**config.mk**
```make
export PLATFORM = sky130hd
export DESIGN_NAME = branch_resolve
export DESIGN_NICKNAME = d
export VERILOG_FILES = /design/src/rtl/exec_isa_pkg.sv /design/src/rtl/exec_pipe_pkg.sv /design/src/rtl/branch_resolve.sv
export SDC_FILE = /design/constraint.sdc
export NUM_CORES = 1
export LEC_CHECK = 0
export BUFFER_PORTS_ARGS = -buffer_cell sky130_fd_sc_hd__buf_2
export CORE_AREA = 2 2 132 134
export DETAILED_ROUTE_END_ITERATION = 7
export DIE_AREA = 0 0 134 136
export PLACE_DENSITY_LB_ADDON = 0.2
export SLEW_MARGIN = 10
export SYNTH_ARGS = -nofsm -noshare
export SYNTH_HDL_FRONTEND = slang
export SYNTH_SLANG_ARGS = --single-unit
```
**constraint.sdc**
```tcl
create_clock -name vclk -period 2.7
set_input_delay 0 -clock vclk [all_inputs]
set_output_delay 0 -clock vclk [all_outputs]
set_load 0.005 [all_outputs]
```
**src/rtl/exec_isa_pkg.sv**
```systemverilog
package exec_isa_pkg;

	// Register file geometry
	localparam int REG_IDX_W = 5;
	localparam int WORD_W = 32;

	// Reads as the PC; a scalar write to it is a branch
	localparam int REG_PC = 31;

	// Branch offset field width as delivered by decode
	localparam int BR_OFFSET_W = 20;

	typedef enum logic [3:0] {
		OP_ADD  = 4'd0,
		OP_SUB  = 4'd1,
		OP_AND  = 4'd2,
		OP_OR   = 4'd3,
		OP_XOR  = 4'd4,
		OP_SHL  = 4'd5,
		OP_SHR  = 4'd6,
		OP_MUL  = 4'd7,
		OP_EQ   = 4'd8,
		OP_NE   = 4'd9,
		OP_SLT  = 4'd10,
		OP_ULT  = 4'd11,
		OP_GE_U = 4'd12
	} alu_op_e;

	typedef enum logic [2:0] {
		BR_NONE          = 3'd0,
		BR_ZERO          = 3'd1,
		BR_NOT_ZERO      = 3'd2,
		BR_ALL           = 3'd3,
		BR_NOT_ALL       = 3'd4,
		BR_ALWAYS        = 3'd5,
		BR_CALL_OFFSET   = 3'd6,
		BR_CALL_REGISTER = 3'd7
	} branch_e;

	typedef enum logic [1:0] {
		OP2_SCALAR2   = 2'd0,
		OP2_VECTOR2   = 2'd1,
		OP2_IMMEDIATE = 2'd2
	} op2_src_e;

	typedef enum logic [2:0] {
		MASK_SCALAR1     = 3'd0,
		MASK_SCALAR1_INV = 3'd1,
		MASK_SCALAR2     = 3'd2,
		MASK_SCALAR2_INV = 3'd3,
		MASK_ALL_ONES    = 3'd4
	} mask_src_e;

	// Comparisons produce one bit per lane
	function automatic logic is_compare(alu_op_e op);
		return op inside {OP_EQ, OP_NE, OP_SLT, OP_ULT, OP_GE_U};
	endfunction

endpackage
```
**src/rtl/exec_pipe_pkg.sv**
```systemverilog
package exec_pipe_pkg;

	import exec_isa_pkg::*;

	// Default lane count, the top level may override it
	localparam int LANES = 4;

	// Uncommitted stages after execute: memory access, writeback, post writeback
	localparam int NUM_BYPASS = 3;

	localparam int STRAND_W = 2;

	typedef logic [LANES-1:0][WORD_W-1:0] lane_vec_t;
	typedef logic [LANES-1:0] lane_mask_t;

	// Destination of a result
	typedef struct packed {
		logic has_writeback;
		logic writeback_is_vector;
		logic [REG_IDX_W-1:0] writeback_reg;
	} wb_tag_t;

	// Decoded instruction as issued by the decode stage
	typedef struct packed {
		logic [STRAND_W-1:0] strand;
		logic [WORD_W-1:0] pc;
		alu_op_e alu_op;
		branch_e branch;
		logic [BR_OFFSET_W-1:0] branch_offset;
		logic branch_predicted;
		logic op1_is_vector;
		op2_src_e op2_src;
		logic [WORD_W-1:0] immediate;
		mask_src_e mask_src;
		logic [REG_IDX_W-1:0] src1_reg;
		logic [REG_IDX_W-1:0] src2_reg;
		wb_tag_t wb;
	} issue_t;

	// One result that has not reached the register file yet
	typedef struct packed {
		wb_tag_t wb;
		lane_vec_t value;
		lane_mask_t mask;
	} bypass_t;

	// Fields that ride along the multiplier
	typedef struct packed {
		logic [STRAND_W-1:0] strand;
		logic [WORD_W-1:0] pc;
		wb_tag_t wb;
		lane_mask_t mask;
	} mul_meta_t;

	typedef struct packed {
		logic [STRAND_W-1:0] strand;
		logic [WORD_W-1:0] pc;
		wb_tag_t wb;
		lane_mask_t mask;
		lane_vec_t result;
	} stage_result_t;

endpackage

```
**src/rtl/branch_resolve.sv**
```systemverilog
`timescale 1ns/10ps

module branch_resolve
	import exec_isa_pkg::*, exec_pipe_pkg::*;
(
	input logic valid_i,
	input issue_t issue_i,
	input lane_vec_t op1_i,
	input logic [WORD_W-1:0] alu_word_i,
	output logic taken_o,
	output logic [WORD_W-1:0] target_o,
	output logic rollback_o,
	output logic [WORD_W-1:0] rollback_pc_o
);

	logic [WORD_W-1:0] op1_word;
	logic [WORD_W-1:0] offset_ext;
	logic pc_write;
	logic all_set;

	assign op1_word = op1_i[0];
	assign offset_ext = {{(WORD_W - BR_OFFSET_W){issue_i.branch_offset[BR_OFFSET_W-1]}},
		issue_i.branch_offset};

	// ALU result written to the PC acts as a jump
	assign pc_write = issue_i.wb.has_writeback && !issue_i.wb.writeback_is_vector
		&& (issue_i.wb.writeback_reg == REG_IDX_W'(REG_PC));

	// One flag bit per lane, as produced by a coalesced compare
	assign all_set = &op1_word[LANES-1:0];

	always_comb
	begin
		if (pc_write)
		begin
			taken_o = 1'b1;
			target_o = alu_word_i;
		end
		else
		begin
			case (issue_i.branch)
				BR_ZERO:          taken_o = (op1_word == '0);
				BR_NOT_ZERO:      taken_o = (op1_word != '0);
				BR_ALL:           taken_o = all_set;
				BR_NOT_ALL:       taken_o = !all_set;
				BR_ALWAYS:        taken_o = 1'b1;
				BR_CALL_OFFSET:   taken_o = 1'b1;
				BR_CALL_REGISTER: taken_o = 1'b1;
				default:          taken_o = 1'b0;
			endcase

			if (issue_i.branch == BR_CALL_REGISTER)
				target_o = op1_word;
			else
				target_o = issue_i.pc + offset_ext;
		end
	end

	// Mispredict in either direction
	assign rollback_o = valid_i && (taken_o != issue_i.branch_predicted);
	assign rollback_pc_o = taken_o ? target_o : issue_i.pc;

endmodule

```
==> results.txt, run 1 <==
setup_tns: 0 ns
RSZ-0062 raised after global routing: no
Syn Area/Cell: 6.31 um^2
Syn. warnings: 0
antenna violations before repair: 0
Synth Instances: 504
delay-heaviest family, CP: compound AO/OA/AOI/OAI gates
Synth area leaders: ha_1 (12%), nor2_1 (8.3%), a21oi_1 (8.0%), nand2_1 (7.8%), o21ai_0 (4.6%)
Port Buffers: 194
Distinct cells, synth: 66
starting density of the core: 0.188
Critical Path Sink Type: primary output
vias in the first global route: 4514
first-pass GRT wire length: 25600 um
total gr overflow: 0
Max-Slew Margin vs Limit: 0.618
post-synth top area share: 0.122
Final Hold Vio Count: 0
Syn Std Cell Area: 0.00318 mm^2
I/O pin cnt: 344
slowest CP cell: fa_2
DRT iter0 DRCs: 178
fin nets: 1002
Final setup viols: 0
Worst Path Required: 2.70 ns
Tcrit/Tclk final: 0.936
Floorplan Core Area: 0.0169 mm^2
pwr/cell area: 270 mW/mm^2
Slew Limit Fails: 0
leakage: 2.19 nW
Worst VDD drop: 0.0000797 V
Tmin final: 2.53 ns
fin area: 0.00448 mm^2
CP cell instances: buf_2 -> ha_1 -> fa_2 -> a211oi_2 -> o21ai_1 -> and2_4 -> a41o_1 -> a41o_1 -> a31oi_2 -> xor2_1 -> a32oi_1 -> buf_2
crit-path max cell delay: 0.39 ns
gr busiest metal: met2
die footprint: 0.0182 mm^2
met2 Track Usage GR: 0.285
proportion of layout cells with a drive suffix above 1: 0.338
FF+latch count: 0
Layout area overhead: 40.9%
drt first pass iters: 5
Buf/Inv on CP: 2
crit path DAT: 2.53 ns
maximum number of pins on one net before global-route repair: 41
ant diodes: 0
GR Layer Usage met3: 0.0194
DIE HEIGHT: 136 um
max_cap viols: 0
Storage cell area: 0 um^2
Rows: 48
GPL Wtd Cong: 0.821
Avg WL per Cell: 18.2 um
final WL: 16600 um
Peak Freq: 0.396 GHz
# DRC: 0
Die X: 134 um
fin util: 0.265
Crit Path Max Fanout: 4
sequential-to-total area share from yosys stat: 0
vias per cell: 4.97
clock buf count: 0
Synth area leader: ha_1
Worst Setup Start Kind: primary input
Final HPWL DP: 14000 um
vias post-DR: 4551
post-route ant nets: 0
Placement Cell Area: 0.00445 mm^2
CP Class: in -> out
Total GRT Usage: 0.176
setup ws final: 0.173 ns
pre-CTS setup slack: -0.0647 ns
status: complete, no violations
fillcell total: 1934
Synthesized Nets: 814
met1 usage: 0.263
Worst Tran Pin Value: 0.571 ns
Hold Crit Class: in -> out
==> routing by layer <==
metal	share of wire	wire length [um]
met5	0	0
met4	0.0048	80
met3	0.050	838
met2	0.44	7300
met1	0.51	8430
==> logic make-up (layout without fill, tap and decap cells) <==
kind of cell	count (synthesis)	in the layout	synth area share
buf+inv	42	228	0.0626
simple gates	213	213	0.316
compound gates	178	178	0.376
mux	15	15	0.0512
fa+ha+maj	32	32	0.128
xor+xnor	24	24	0.0661
==> layout by cell type (no fill, tap or decap), drive strengths merged, types with 7 or more instances in the layout <==
master	synthesis	routed
inv	11	11
a31oi	14	14
xnor2	13	13
nor2	71	71
nand4	9	9
nor3	10	10
a21o	8	8
nand3	13	13
nor4	9	9
mux2	10	10
nand2	66	66
ha	31	31
a21boi	7	7
xor2	11	11
and2	7	7
a211oi	9	9
buf	16	217
o21ai	32	32
a21oi	53	53
==> area by class of cell <==
cell class	count	area, um^2	share of cell area
tap	225	282	0.0629
inverter	11	41.3	0.00922
timing repair buffer	217	1160	0.258
multi-input combinational	462	3000	0.670
==> timing repair <==
item,4_1_cts,5_1_grt
buffers inserted,0,1
hold buffers,0,0
resized for setup,2,3
endpoints found under the setup margin,5,7
pin swaps,2,4
cloned,0,0
==> synthesized netlist by cell type (3+ instances only) <==
library cell	number
a211oi_1	8
a21boi_0	5
a21o_1	8
a21oi_1	51
a221o_1	6
a22o_1	3
a31oi_1	13
a41o_1	3
and2_1	7
and3_1	6
and4_1	5
buf_2	11
buf_6	3
clkbuf_1	14
ha_1	31
inv_1	10
mux2_1	8
mux2i_1	5
nand2_1	66
nand2b_1	3
nand3_1	13
nand4_1	9
nor2_1	70
nor2b_1	4
nor3_1	10
nor4_1	9
o211ai_1	6
o21a_1	4
o21ai_0	29
o21ai_1	3
o21bai_1	5
o221ai_1	4
o22ai_1	6
o41ai_1	3
or3_1	3
xnor2_1	13
xor2_1	11
==> power breakdown <==
group | switching, W | internal, W | total (W)
combinational | 0.000657 | 0.000550 | 0.00121
sequential | 0 | 0 | 0
clock | 0 | 0 | 0
==> final timing paths <==
check             slack [ns]  cells after the start                end         from
hold / removal          0.27                      3         rollback_o      valid_i
setup / recovery        0.17                     12  rollback_pc_o[24]  issue_i[56]
==> per-stage QoR <==
stage | hold slack [ns] | instances | power (W)
global route | 0.274 | 915 | 0.00135
floorplan | 0.0850 | 504 | 0.000671
finish | 0.272 | 915 | 0.00121
detailed placement | 0.268 | 914 | 0.00119
global placement | 0.270 | 914 | 0.00120
CTS | 0.272 | 914 | 0.00121
Note: power is estimated with default switching activity, not from simulation.
==> run 2: changes to the inputs <==
- CAP_MARGIN: not set -> 15
- CORE_AREA: 2 2 132 134 -> 2 2 135 137
- DIE_AREA: 0 0 134 136 -> 0 0 137 139
==> run 2 against run 1 <==
Via count up 0.26%. Largest cell class unchanged. Critical endpoint is now rollback_pc_o[18]. First-iteration DRC count is 56% higher. Wire length up 0.68%. Highest routed layer unchanged. Global-route usage shrank 0.92 points. Total power up 1.9%. Worst hold slack gained 0.0020 ns.
==> results.txt, run 2 (synthesis gave the netlist of run 1 again) <==
Tmin final: 2.58 ns (+0.0517 ns)
Slew Limit Fails: 0 (unchanged)
Worst Setup Start Kind: primary input
die footprint: 0.0190 mm^2 (+4.5%)
vias in the first global route: 4494 (-0.44%)
maximum number of pins on one net before global-route repair: 23 (-44%)
hold_sp: valid_i
Avg WL per Cell: 18.2 um (+0.24%)
GPL Wtd Cong: 0.850 (+3.6%)
Final Hold Vio Count: 0 (unchanged)
vias per cell: 4.97 (-0.17%)
leakage: 2.20 nW (+0.59%)
setup_tns: 0 ns (unchanged)
max_cap viols: 0 (unchanged)
Peak Freq: 0.388 GHz (-2.0%)
drt first pass iters: 5 (unchanged)
antenna violations before repair: 0 (unchanged)
Max-Slew Margin vs Limit: 0.390 (-0.228)
Placement Cell Area: 0.00446 mm^2 (+0.28%)
fin nets: 1002 (unchanged)
Storage cell area: 0 um^2 (unchanged)
proportion of layout cells with a drive suffix above 1: 0.345 (+0.00725)
starting density of the core: 0.180 (-0.00833)
clock buf count: 0 (unchanged)
pwr/cell area: 270 mW/mm^2 (+0.26%)
Buf/Inv on CP: 3 (+1)
Floorplan Core Area: 0.0177 mm^2 (+4.6%)
RSZ-0062 raised after global routing: no
Critical Path Sink Type: primary output
crit path DAT: 2.58 ns (+0.05 ns)
# DRC: 0 (unchanged)
multi-input logic area: 0.00307 mm^2 (+2.3%)
Worst path most repeated cell: buf_2
DIE HEIGHT: 139 um (+2.2%)
fillcell total: 2062 (+6.6%)
status: complete, no violations
commonest non-fill, non-tap cells in the layout: buf_2 (194), nor2_1 (70), nand2_1 (66)
cts hold-fix bufs: 0 (unchanged)
commonest non-fill, non-tap cell in the layout: buf_2
final WL: 16800 um (+0.68%)
Layout area overhead: 43.2%
DRT iter0 DRCs: 277 (+56%)
CP Class: in -> out
Worst Tran Pin Value: 0.915 ns (+0.344 ns)
Worst Path Required: 2.70 ns (about the same)
Tcrit/Tclk final: 0.955 (+0.0192)
Stages on worst setup path: 10 (-2)
Rows: 49 (+2.1%)
ant diodes: 0 (unchanged)
CP cell instances: buf_2 -> ha_1 -> and3_1 -> a311o_1 -> a211o_1 -> buf_4 -> xnor2_1 -> a21oi_1 -> a221o_1 -> buf_2
slowest CP cell: ha_1
total gr overflow: 0 (unchanged)
I/O pin cnt: 344 (unchanged)
Hold Crit Class: in -> out
fin area: 0.00455 mm^2 (+1.6%)
Crit Path Max Fanout: 7 (+3)
crit-path max cell delay: 0.41 ns (+0.02 ns)
post-route ant nets: 0 (unchanged)
Worst VDD drop: 0.000102 V (+28%)
Final setup viols: 0 (unchanged)
FF+latch count: 0 (unchanged)
first-pass GRT wire length: 25300 um (-1.1%)
vias post-DR: 4563 (+0.26%)
Total GRT Usage: 0.167 (-0.00922)
delay-heaviest family, CP: compound AO/OA/AOI/OAI gates
Final HPWL DP: 14300 um (+2.2%)
CP Launch Point: issue_i[66]
Port Buffers: 194 (unchanged)
Die X: 137 um (+2.2%)
Worst setup endpoint: rollback_pc_o[18]
[run 2: cell counts in the layout (fill, tap and decap cells not counted)]
No cell type changed its count.
[run 2: what timing repair did]
item | in CTS | in global routing
pin swaps | 0 | 6
resized for setup | 3 | 12
endpoints found under the setup margin | 6 | 12
buffers inserted | 0 | 0
[run 2: routing by layer]
metal	vias up	part of all wire	global-route usage	wire length (um)
met3	7	0.055	0.0168	918
met5	-	0	0	0
li1	2270	-	-	-
met2	156	0.45	0.275	7550
met4	0	0.0069	0.0114	116
met1	2130	0.49	0.243	8180
[run 2: through the flow]
| step | setup slack (ns) | std cells | power, W | hold slack (ns) | utilization |
|---|---|---|---|---|---|
| 4_1_cts | 0.0407 | 919 | 0.00121 | 0.273 | 0.253 |
| 5_1_grt | 0.0115 | 919 | 0.00136 | 0.292 | 0.258 |
| 6_report | 0.122 | 919 | 0.00123 | 0.274 | 0.258 |
| 3_5_place_dp | -0.0467 | 919 | 0.00119 | 0.268 | 0.253 |
| 3_3_place_gp | -0.0242 | 919 | 0.00120 | 0.271 | 0.253 |
| 2_1_floorplan | 0.456 | 504 | 0.000671 | 0.0850 | - |
[run 2: cell type report]
class                           instances  area share
Multi-Input combinational cell        462       0.674
Timing Repair Buffer                  217       0.254
Inverter                               11     0.00907
Tap cell                              229      0.0630
[run 2: worst min-delay path by stage]
stage | slack [ns] | cells after the start | to
after global placement | 0.27 | 3 | rollback_o
final | 0.27 | 3 | rollback_o
after detailed placement | 0.27 | 3 | rollback_o
after global routing | 0.29 | 3 | rollback_o
after CTS | 0.27 | 3 | rollback_o
after floorplan | 0.08 | 2 | rollback_pc_o[0]
[run 2: report_power, final]
group	internal, W	total (W)	leakage, nW	switching, W
Sequential	0	0	0	0
Clock	0	0	0	0
Combinational	0.000558	0.00123	2.20	0.000673
Total	0.000558	0.00123	2.20	0.000673
