File: config.mk
export PLATFORM = sky130hd
export DESIGN_NAME = operand_bypass
export DESIGN_NICKNAME = d
export VERILOG_FILES = /design/src/rtl/exec_isa_pkg.sv /design/src/rtl/exec_pipe_pkg.sv /design/src/rtl/operand_bypass.sv
export SDC_FILE = /design/constraint.sdc
export NUM_CORES = 1
export LEC_CHECK = 0
export BUFFER_PORTS_ARGS = -buffer_cell sky130_fd_sc_hd__buf_4
export CORE_AREA = 2 2 370 372
export DETAILED_ROUTE_END_ITERATION = 10
export DIE_AREA = 0 0 372 374
export GPL_TIMING_DRIVEN = 0
export PLACE_DENSITY_LB_ADDON = 0.12
export SYNTH_ARGS = -nofsm -noshare
export SYNTH_HDL_FRONTEND = slang
export SYNTH_SLANG_ARGS = --single-unit
File: constraint.sdc
create_clock -name vclk -period 3.6
set_input_delay 0.72 -clock vclk [all_inputs]
set_output_delay 0.72 -clock vclk [all_outputs]
set_load 0.02 [all_outputs]
File: src/rtl/exec_isa_pkg.sv
package exec_isa_pkg;

	// Register file geometry
	localparam int REG_IDX_W = 5;
	localparam int WORD_W = 32;

	// Reads as the PC; a scalar write to it is a branch
	localparam int REG_PC = 31;

	// Branch offset field width as delivered by decode
	localparam int BR_OFFSET_W = 20;

	typedef enum logic [3:0] {
		OP_ADD  = 4'd0,
		OP_SUB  = 4'd1,
		OP_AND  = 4'd2,
		OP_OR   = 4'd3,
		OP_XOR  = 4'd4,
		OP_SHL  = 4'd5,
		OP_SHR  = 4'd6,
		OP_MUL  = 4'd7,
		OP_EQ   = 4'd8,
		OP_NE   = 4'd9,
		OP_SLT  = 4'd10,
		OP_ULT  = 4'd11,
		OP_GE_U = 4'd12
	} alu_op_e;

	typedef enum logic [2:0] {
		BR_NONE          = 3'd0,
		BR_ZERO          = 3'd1,
		BR_NOT_ZERO      = 3'd2,
		BR_ALL           = 3'd3,
		BR_NOT_ALL       = 3'd4,
		BR_ALWAYS        = 3'd5,
		BR_CALL_OFFSET   = 3'd6,
		BR_CALL_REGISTER = 3'd7
	} branch_e;

	typedef enum logic [1:0] {
		OP2_SCALAR2   = 2'd0,
		OP2_VECTOR2   = 2'd1,
		OP2_IMMEDIATE = 2'd2
	} op2_src_e;

	typedef enum logic [2:0] {
		MASK_SCALAR1     = 3'd0,
		MASK_SCALAR1_INV = 3'd1,
		MASK_SCALAR2     = 3'd2,
		MASK_SCALAR2_INV = 3'd3,
		MASK_ALL_ONES    = 3'd4
	} mask_src_e;

	// Comparisons produce one bit per lane
	function automatic logic is_compare(alu_op_e op);
		return op inside {OP_EQ, OP_NE, OP_SLT, OP_ULT, OP_GE_U};
	endfunction

endpackage
File: src/rtl/exec_pipe_pkg.sv
package exec_pipe_pkg;

	import exec_isa_pkg::*;

	// Default lane count, the top level may override it
	localparam int LANES = 4;

	// Uncommitted stages after execute: memory access, writeback, post writeback
	localparam int NUM_BYPASS = 3;

	localparam int STRAND_W = 2;

	typedef logic [LANES-1:0][WORD_W-1:0] lane_vec_t;
	typedef logic [LANES-1:0] lane_mask_t;

	// Destination of a result
	typedef struct packed {
		logic has_writeback;
		logic writeback_is_vector;
		logic [REG_IDX_W-1:0] writeback_reg;
	} wb_tag_t;

	// Decoded instruction as issued by the decode stage
	typedef struct packed {
		logic [STRAND_W-1:0] strand;
		logic [WORD_W-1:0] pc;
		alu_op_e alu_op;
		branch_e branch;
		logic [BR_OFFSET_W-1:0] branch_offset;
		logic branch_predicted;
		logic op1_is_vector;
		op2_src_e op2_src;
		logic [WORD_W-1:0] immediate;
		mask_src_e mask_src;
		logic [REG_IDX_W-1:0] src1_reg;
		logic [REG_IDX_W-1:0] src2_reg;
		wb_tag_t wb;
	} issue_t;

	// One result that has not reached the register file yet
	typedef struct packed {
		wb_tag_t wb;
		lane_vec_t value;
		lane_mask_t mask;
	} bypass_t;

	// Fields that ride along the multiplier
	typedef struct packed {
		logic [STRAND_W-1:0] strand;
		logic [WORD_W-1:0] pc;
		wb_tag_t wb;
		lane_mask_t mask;
	} mul_meta_t;

	typedef struct packed {
		logic [STRAND_W-1:0] strand;
		logic [WORD_W-1:0] pc;
		wb_tag_t wb;
		lane_mask_t mask;
		lane_vec_t result;
	} stage_result_t;

endpackage

File: src/rtl/operand_bypass.sv
`timescale 1ns/10ps

module operand_bypass
	import exec_isa_pkg::*, exec_pipe_pkg::*;
#(
	parameter int NUM_LANES = LANES
)
(
	input logic [REG_IDX_W-1:0] src_reg_i,
	input logic [WORD_W-1:0] pc_i,
	input logic [WORD_W-1:0] scalar_i,
	input logic [NUM_LANES-1:0][WORD_W-1:0] vector_i,
	input stage_result_t own_i,
	input bypass_t [NUM_BYPASS-1:0] bypass_i,
	input logic is_vector_i,
	output logic [WORD_W-1:0] scalar_o,
	output logic [NUM_LANES-1:0][WORD_W-1:0] vector_o
);

	localparam int NUM_WRITERS = NUM_BYPASS + 1;

	bypass_t own_writer;
	// Index 0 is the newest writer
	bypass_t [NUM_WRITERS-1:0] writers;

	function automatic logic writer_hit(wb_tag_t wb, logic [REG_IDX_W-1:0] sel,
		logic want_vector);
		return wb.has_writeback && (wb.writeback_is_vector == want_vector)
			&& (wb.writeback_reg == sel);
	endfunction

	always_comb
	begin
		own_writer.wb = own_i.wb;
		own_writer.value = own_i.result;
		own_writer.mask = own_i.mask;
	end

	assign writers = {bypass_i, own_writer};

	// Scalar read, oldest writer first so the newest one sticks
	always_comb
	begin
		scalar_o = scalar_i;
		for (int w = NUM_WRITERS - 1; w >= 0; w--)
		begin
			if (writer_hit(writers[w].wb, src_reg_i, 1'b0))
				scalar_o = writers[w].value[0];
		end

		if (src_reg_i == REG_IDX_W'(REG_PC))
			scalar_o = pc_i;
	end

	// Vector read, merged per lane by each writer's mask
	always_comb
	begin
		vector_o = vector_i;
		if (is_vector_i)
		begin
			for (int w = NUM_WRITERS - 1; w >= 0; w--)
			begin
				if (writer_hit(writers[w].wb, src_reg_i, 1'b1))
				begin
					for (int l = 0; l < NUM_LANES; l++)
					begin
						if (writers[w].mask[l])
							vector_o[l] = writers[w].value[l];
					end
				end
			end
		end
	end

endmodule

==> summary.md, run 1 <==
| Metric | Value |
|---|---|
| Cell count after synthesis | `1,247` |
| Layout area overhead | `157%` |
| Synth Warn # | `0` |
| First-pass GRT wire length | `154 mm` |
| # IOs | `948` |
| CP arrival | `2890 ps` |
| Commonest non-fill, non-tap cell in the layout | `buf_4` |
| Fmax achieved | `277 MHz` |
| Vias in the first global route | `16,839` |
| Number of distinct library cells after synthesis | `40` |
| Min Hold Slack | `1800 ps` |
| Post-route minimum period | `3610 ps` |
| Critical setup path kind | `primary input to primary output` |
| CTS hold repair buffers | `0` |
| Max cap viols | `0` |
| Vias | `16,047` |
| Critical Path Sink | `vector_o[87]` |
| GRT Overall Usage | `0.160` |
| Hold WC Path Type | `primary input to primary output` |
| Avg Synthesized Cell Area | `6.57 µm²` |
| Drt pass-1 iters | `6` |
| Largest family of logic cells by synthesized area | `compound AO/OA/AOI/OAI gates` |
| Setup-failing EPs final | `4` |
| Final hold violations | `0` |
| Power Density | `114 nW/µm²` |
| Cell Area, Synth | `8200 µm²` |
| Initial antenna violation count | `24` |
| Setup crit start kind | `primary input` |
| Initial Utilization | `0.0607` |
| Peak supply drop | `45.7 µV` |
| Detailed placer's ending HPWL | `102 mm` |
| Synth Area in Simple Gates | `0.216` |
| Max-slew violations | `0` |
| Max-slew headroom | `0.391` |
| Worst path cell trace | `buf_12, xor2_2, and4bb_2, buf_12, nand2_4, and3_1, clkbuf_2, buf_4, a221oi_4, o22ai_2, buf_4` |
| Die width | `372 µm` |
| Fin nets | `3,012` |
| Crit path largest cell delay | `330 ps` |
| Seq_cells | `0` |
| Number of DRC markers in iteration 0 | `960` |
| Reg area | `0 µm²` |
| Placer Congestion | `0.850` |
| Detail Route Antenna Nets | `0` |
| XOR/XNOR share of the synthesized area | `0.0237` |
| GRT overflow | `0` |
| Vias per cell | `4.00` |
| Height of the chip | `374 µm` |
| Commonest non-fill, non-tap cells in the layout | `buf_4 (941), nor2_1 (258), o221ai_1 (134)` |
| Adder-cell share of the synthesized area | `0` |
| Die footprint | `139,000 µm²` |
| DR WL/cell | `29.9 µm` |
| Lkg Pwr | `8.87 nW` |
| Critical Path Start | `src_reg_i[3]` |
| Largest net degree at the start of global routing | `11` |
| Top cell type's share of synthesized area | `0.168` |
| Setup WS post-layout | `-9.59 ps` |
| Worst EP required | `2880 ps` |
| Max stage delay cell, worst path | `and4bb_2` |
| Total Power | `2.40 mW` |
| Critical Path Fanout Max | `10` |
| Post-Syn Nets | `2,035` |
| Post-synthesis mux area share | `0.129` |
| Fill cell count | `15,553` |
| Fin crit share | `1.00` |
| Synth area leaders | `o221ai_1 (17%), a221oi_1 (15%), mux2_2 (13%)` |
| Port Buf Inserts | `909` |
| Final setup TNS | `-18.8 ps` |
| Clkbuf count | `0` |
| Outcome | `complete, but fails checks` |
| Site Rows | `135` |
| DRC Markers | `0` |
| Synth Area in Compound Gates | `0.535` |
| Slew @ Worst Pin | `913 ps` |
| Share of layout cells above drive strength 1 | `0.677` |
| Final core utilization | `0.156` |
| Register area share after synthesis | `0` |
| Worst setup EP type | `primary output` |
| Worst slack, placed | `-1860 ps` |
| Placeable core area | `135,000 µm²` |
| Biggest area consumer among synthesized cells | `o221ai_1` |
| Failing checks | `setup timing` |
| Routed wire length | `120 mm` |
| Setup repair after global routing missed its margin | `true` |
metal layers:
layer | track usage | up-vias | wire [µm]
met3 | 0.0330 | 108 | 8130
li1 | - | 7141 | -
met1 | 0.197 | 8077 | 48900
met2 | 0.295 | 695 | 60700
met4 | 0.0103 | 26 | 2050
met5 | 0 | - | 179
kinds of logic after synthesis:
kind of cell	after synthesis
AO/OA/AOI/OAI	567
AND/OR/NAND/NOR	381
buffers and inverters	185
multiplexers	94
XOR/XNOR	20
power by group:
group | switching (mW) | leakage, nW | internal (mW)
Combinational | 1.22 | 8.87 | 1.18
Clock | 0 | 0.0000317 | 0.00000000126
Sequential | 0 | 0 | 0
synth_stat cells (2+ instances only):
cell type / count
nor2_1: 262
o221ai_1: 157
o22ai_1: 157
a221oi_1: 141
clkbuf_1: 126
mux2_2: 94
a211oi_1: 63
and3_1: 41
buf_2: 37
nor2b_1: 32
a21oi_1: 18
inv_1: 15
o21ai_0: 15
xnor2_1: 12
and2_1: 10
nand3_1: 8
xor2_1: 7
nand4_1: 6
a221oi_2: 5
buf_6: 5
a22o_1: 3
a31oi_1: 3
nand2_2: 3
nor3_1: 3
o2bb2ai_1: 3
or3_1: 3
and4b_1: 2
buf_4: 2
nand2_1: 2
o21ai_1: 2
layout make-up:
type / instances / area, µm² / share of cell area
Inverter: 15 / 56.3 / 0.00267
Timing Repair Buffer: 985 / 7790 / 0.370
Multi-Input combinational cell: 1062 / 9540 / 0.453
Antenna cell: 5 / 12.5 / 0.000594
Tap cell: 1781 / 2230 / 0.106
Buffer: 160 / 1450 / 0.0687
how the worst min path moves through the flow:
stage / from / to / slack (ps) / cells after the start
3_5_place_dp: pc_i[21] / scalar_o[21] / 1820 / 4
3_3_place_gp: pc_i[24] / scalar_o[24] / 1820 / 4
2_1_floorplan: vector_i[0] / vector_o[0] / 1660 / 2
6_report: vector_i[84] / vector_o[84] / 1800 / 4
5_1_grt: pc_i[14] / scalar_o[14] / 1820 / 4
4_1_cts: pc_i[21] / scalar_o[21] / 1820 / 4
metrics by stage:
stage / instance area, µm² / std cells
2_1_floorplan: 8200 / 1247
3_3_place_gp: 17300 / 3937
3_5_place_dp: 17300 / 3938
4_1_cts: 19800 / 3989
5_1_grt: 21100 / 4004
6_report: 21100 / 4008
timing repair:
item | CTS | global route
resized for setup | 445 | 236
pin swaps | 58 | 52
gates cloned | 3 | 3
setup buffers | 57 | 18
endpoints found under the setup margin | 160 | 145
worst max-delay path, delay by kind of cell:
| kind | cells | cell delay (ps) |
|---|---|---|
| xor gates and xnor gates | 1 | 200 |
| AOI/OAI and AO/OA | 2 | 430 |
| buffers and inverters | 5 | 850 |
| and+or+nand+nor | 3 | 620 |
Note: power is estimated with default switching activity, not from simulation.
==> run 2: changes to the inputs <==
==> constraint.sdc (replaced) <==
create_clock -name vclk -period 3.6
set_input_delay 0.72 -clock vclk [all_inputs]
set_output_delay 0.72 -clock vclk [all_outputs]
set_load 0.005 [all_outputs]
==> run 2 against run 1 <==
- the flow now finishes without violations
- first-iteration DRC count down 5.3%
- via count decreased by 0.34%
- flip-flop and latch count unchanged
- global-route usage shrank 0.089 points
- critical path depth unchanged
- sequential share of layout area unchanged
- non-clock buffer count is 17 lower
- die area unchanged
- final cell count decreased by 0.40%
- setup slack improved by 18 ps
- critical path type unchanged
- largest power group unchanged
==> summary.md, run 2 (same netlist as run 1, synthesis figures left out) <==
| Metric | Value |
|---|---|
| Outcome | `finished, final reports clean` |
| DRC Markers | `0 (unchanged)` |
| Commonest non-fill, non-tap cell in the layout | `buf_4` |
| CTS hold repair buffers | `0 (unchanged)` |
| Initial Utilization | `0.0607 (unchanged)` |
| Share of layout cells above drive strength 1 | `0.655 (-0.0220)` |
| Crit path largest cell delay | `330 ps (about the same)` |
| Height of the chip | `374 µm (unchanged)` |
| Power Density | `106 nW/µm² (-7.5%)` |
| Vias in the first global route | `16,703 (-0.81%)` |
| Fill cell count | `15,554 (+0.0064%)` |
| Number of DRC markers in iteration 0 | `909 (-5.3%)` |
| Fmax achieved | `278 MHz (+0.49%)` |
| Die footprint | `139,000 µm² (unchanged)` |
| Final instance area | `20,500 µm² (-2.6%)` |
| Routed wire length | `120 mm (-0.30%)` |
| Detail Route Antenna Nets | `0 (unchanged)` |
| Clkbuf count | `0 (unchanged)` |
| Multi-input logic area | `9260 µm² (-2.9%)` |
| Fin crit share | `0.998 (-0.00490)` |
| Setup crit start kind | `primary input` |
| Vias per cell | `4.01 (about the same)` |
| Worst path cell trace | `buf_12, xor2_1, and4bb_2, buf_12, nand2_4, and3_1, clkbuf_2, buf_6, a221oi_4, o22ai_2, buf_4` |
| Largest net degree at the start of global routing | `11 (unchanged)` |
| Lkg Pwr | `8.65 nW (-2.4%)` |
| Max stage delay cell, worst path | `and4bb_2` |
| Critical Path Fanout Max | `10 (unchanged)` |
| First-pass GRT wire length | `154 mm (-0.53%)` |
| CP dominant cell by count | `buf_12` |
| Hold WC Path Type | `primary input to primary output` |
| GRT overflow | `0 (unchanged)` |
| Total Power | `2.17 mW (-9.8%)` |
| Post-route minimum period | `3590 ps (-17.7 ps)` |
| Site Rows | `135 (unchanged)` |
| Critical setup path kind | `primary input to primary output` |
| Drt pass-1 iters | `5 (-1)` |
| GRT Overall Usage | `0.159 (-0.000888)` |
| Max cap viols | `0 (unchanged)` |
| Layout area overhead | `151%` |
| Worst EP required | `2880 ps (about the same)` |
| # IOs | `948 (unchanged)` |
| Placeable core area | `135,000 µm² (unchanged)` |
| Vias | `15,993 (-0.34%)` |
| Seq_cells | `0 (unchanged)` |
| Critical path depth | `11 (unchanged)` |
| Max-slew violations | `0 (unchanged)` |
| Setup repair after global routing missed its margin | `true` |
| Fin nets | `2,995 (-0.56%)` |
| Hold Path Stages | `4 (unchanged)` |
| Initial antenna violation count | `24 (unchanged)` |
| Final core utilization | `0.152 (-0.00401)` |
| DR WL/cell | `30.0 µm (+0.10%)` |
| Placed instance area | `17,300 µm² (unchanged)` |
| Max-slew headroom | `0.407 (+0.0154)` |
| Delay-heaviest family, CP | `buffers and inverters` |
| Worst setup EP type | `primary output` |
| Port Buf Inserts | `909 (unchanged)` |
| Crit path buf inv count | `5 (unchanged)` |
| Setup-failing EPs final | `0 (-4)` |
| CP arrival | `2870 ps (-20 ps)` |
| Final hold violations | `0 (unchanged)` |
| Peak supply drop | `44.3 µV (-3.0%)` |
| Slew @ Worst Pin | `890 ps (-23.1 ps)` |
| Commonest non-fill, non-tap cells in the layout | `buf_4 (948), nor2_1 (258), o221ai_1 (142)` |
| Die width | `372 µm (unchanged)` |
| Reg area | `0 µm² (unchanged)` |
| Placer Congestion | `0.850 (unchanged)` |
| Detailed placer's ending HPWL | `102 mm (unchanged)` |
==> run 2: per-layer routing <==
layer	routed length (µm)	part of all wire	vias to the layer above	track usage
met5	179	0.0015	-	0
met4	1190	0.0099	26	0.00844
met3	7910	0.066	83	0.0325
met2	61000	0.51	693	0.293
met1	49400	0.41	8083	0.197
li1	-	-	7108	-
==> run 2: final timing paths <==
kind | start | endpoint | slack (ps)
worst max-delay path | src_reg_i[4] | vector_o[79] | 8
worst min-delay path | vector_i[84] | vector_o[84] | 1770
==> run 2: layout make-up <==
type               instances  share of cell area
diodes                     6            0.000731
well taps               1781               0.108
repair buffers           969               0.369
plain buffers            159              0.0679
multi-input cells       1062               0.451
inverters                 15             0.00274
==> run 2: stage by stage <==
stage | hold slack [ps] | worst slack [ps] | setup TNS (ps) | std cells
finish | 1770 | 8.06 | 0 | 3992
global route | 1800 | -64.5 | -1080 | 3987
CTS | 1790 | -87.2 | -433 | 3972
detailed placement | 1790 | -1830 | -226340 | 3938
global placement | 1790 | -2720 | -367550 | 3937
floorplan | 1560 | 539 | 0 | 1247
==> run 2: where the power goes <==
group	switching [mW]	total [mW]	leakage (nW)	internal, mW
combinational	1.03	2.17	8.65	1.14
sequential	0	0	0	0
clock	0	0.00000000408	0.0000350	0.00000000404
total	1.03	2.17	8.65	1.14
==> run 2: what timing repair did <==
item	4_1_cts	5_1_grt
gates cloned	0	5
pin swaps	35	38
gates resized for setup	391	188
endpoints found under the setup margin	160	146
buffers inserted	44	12
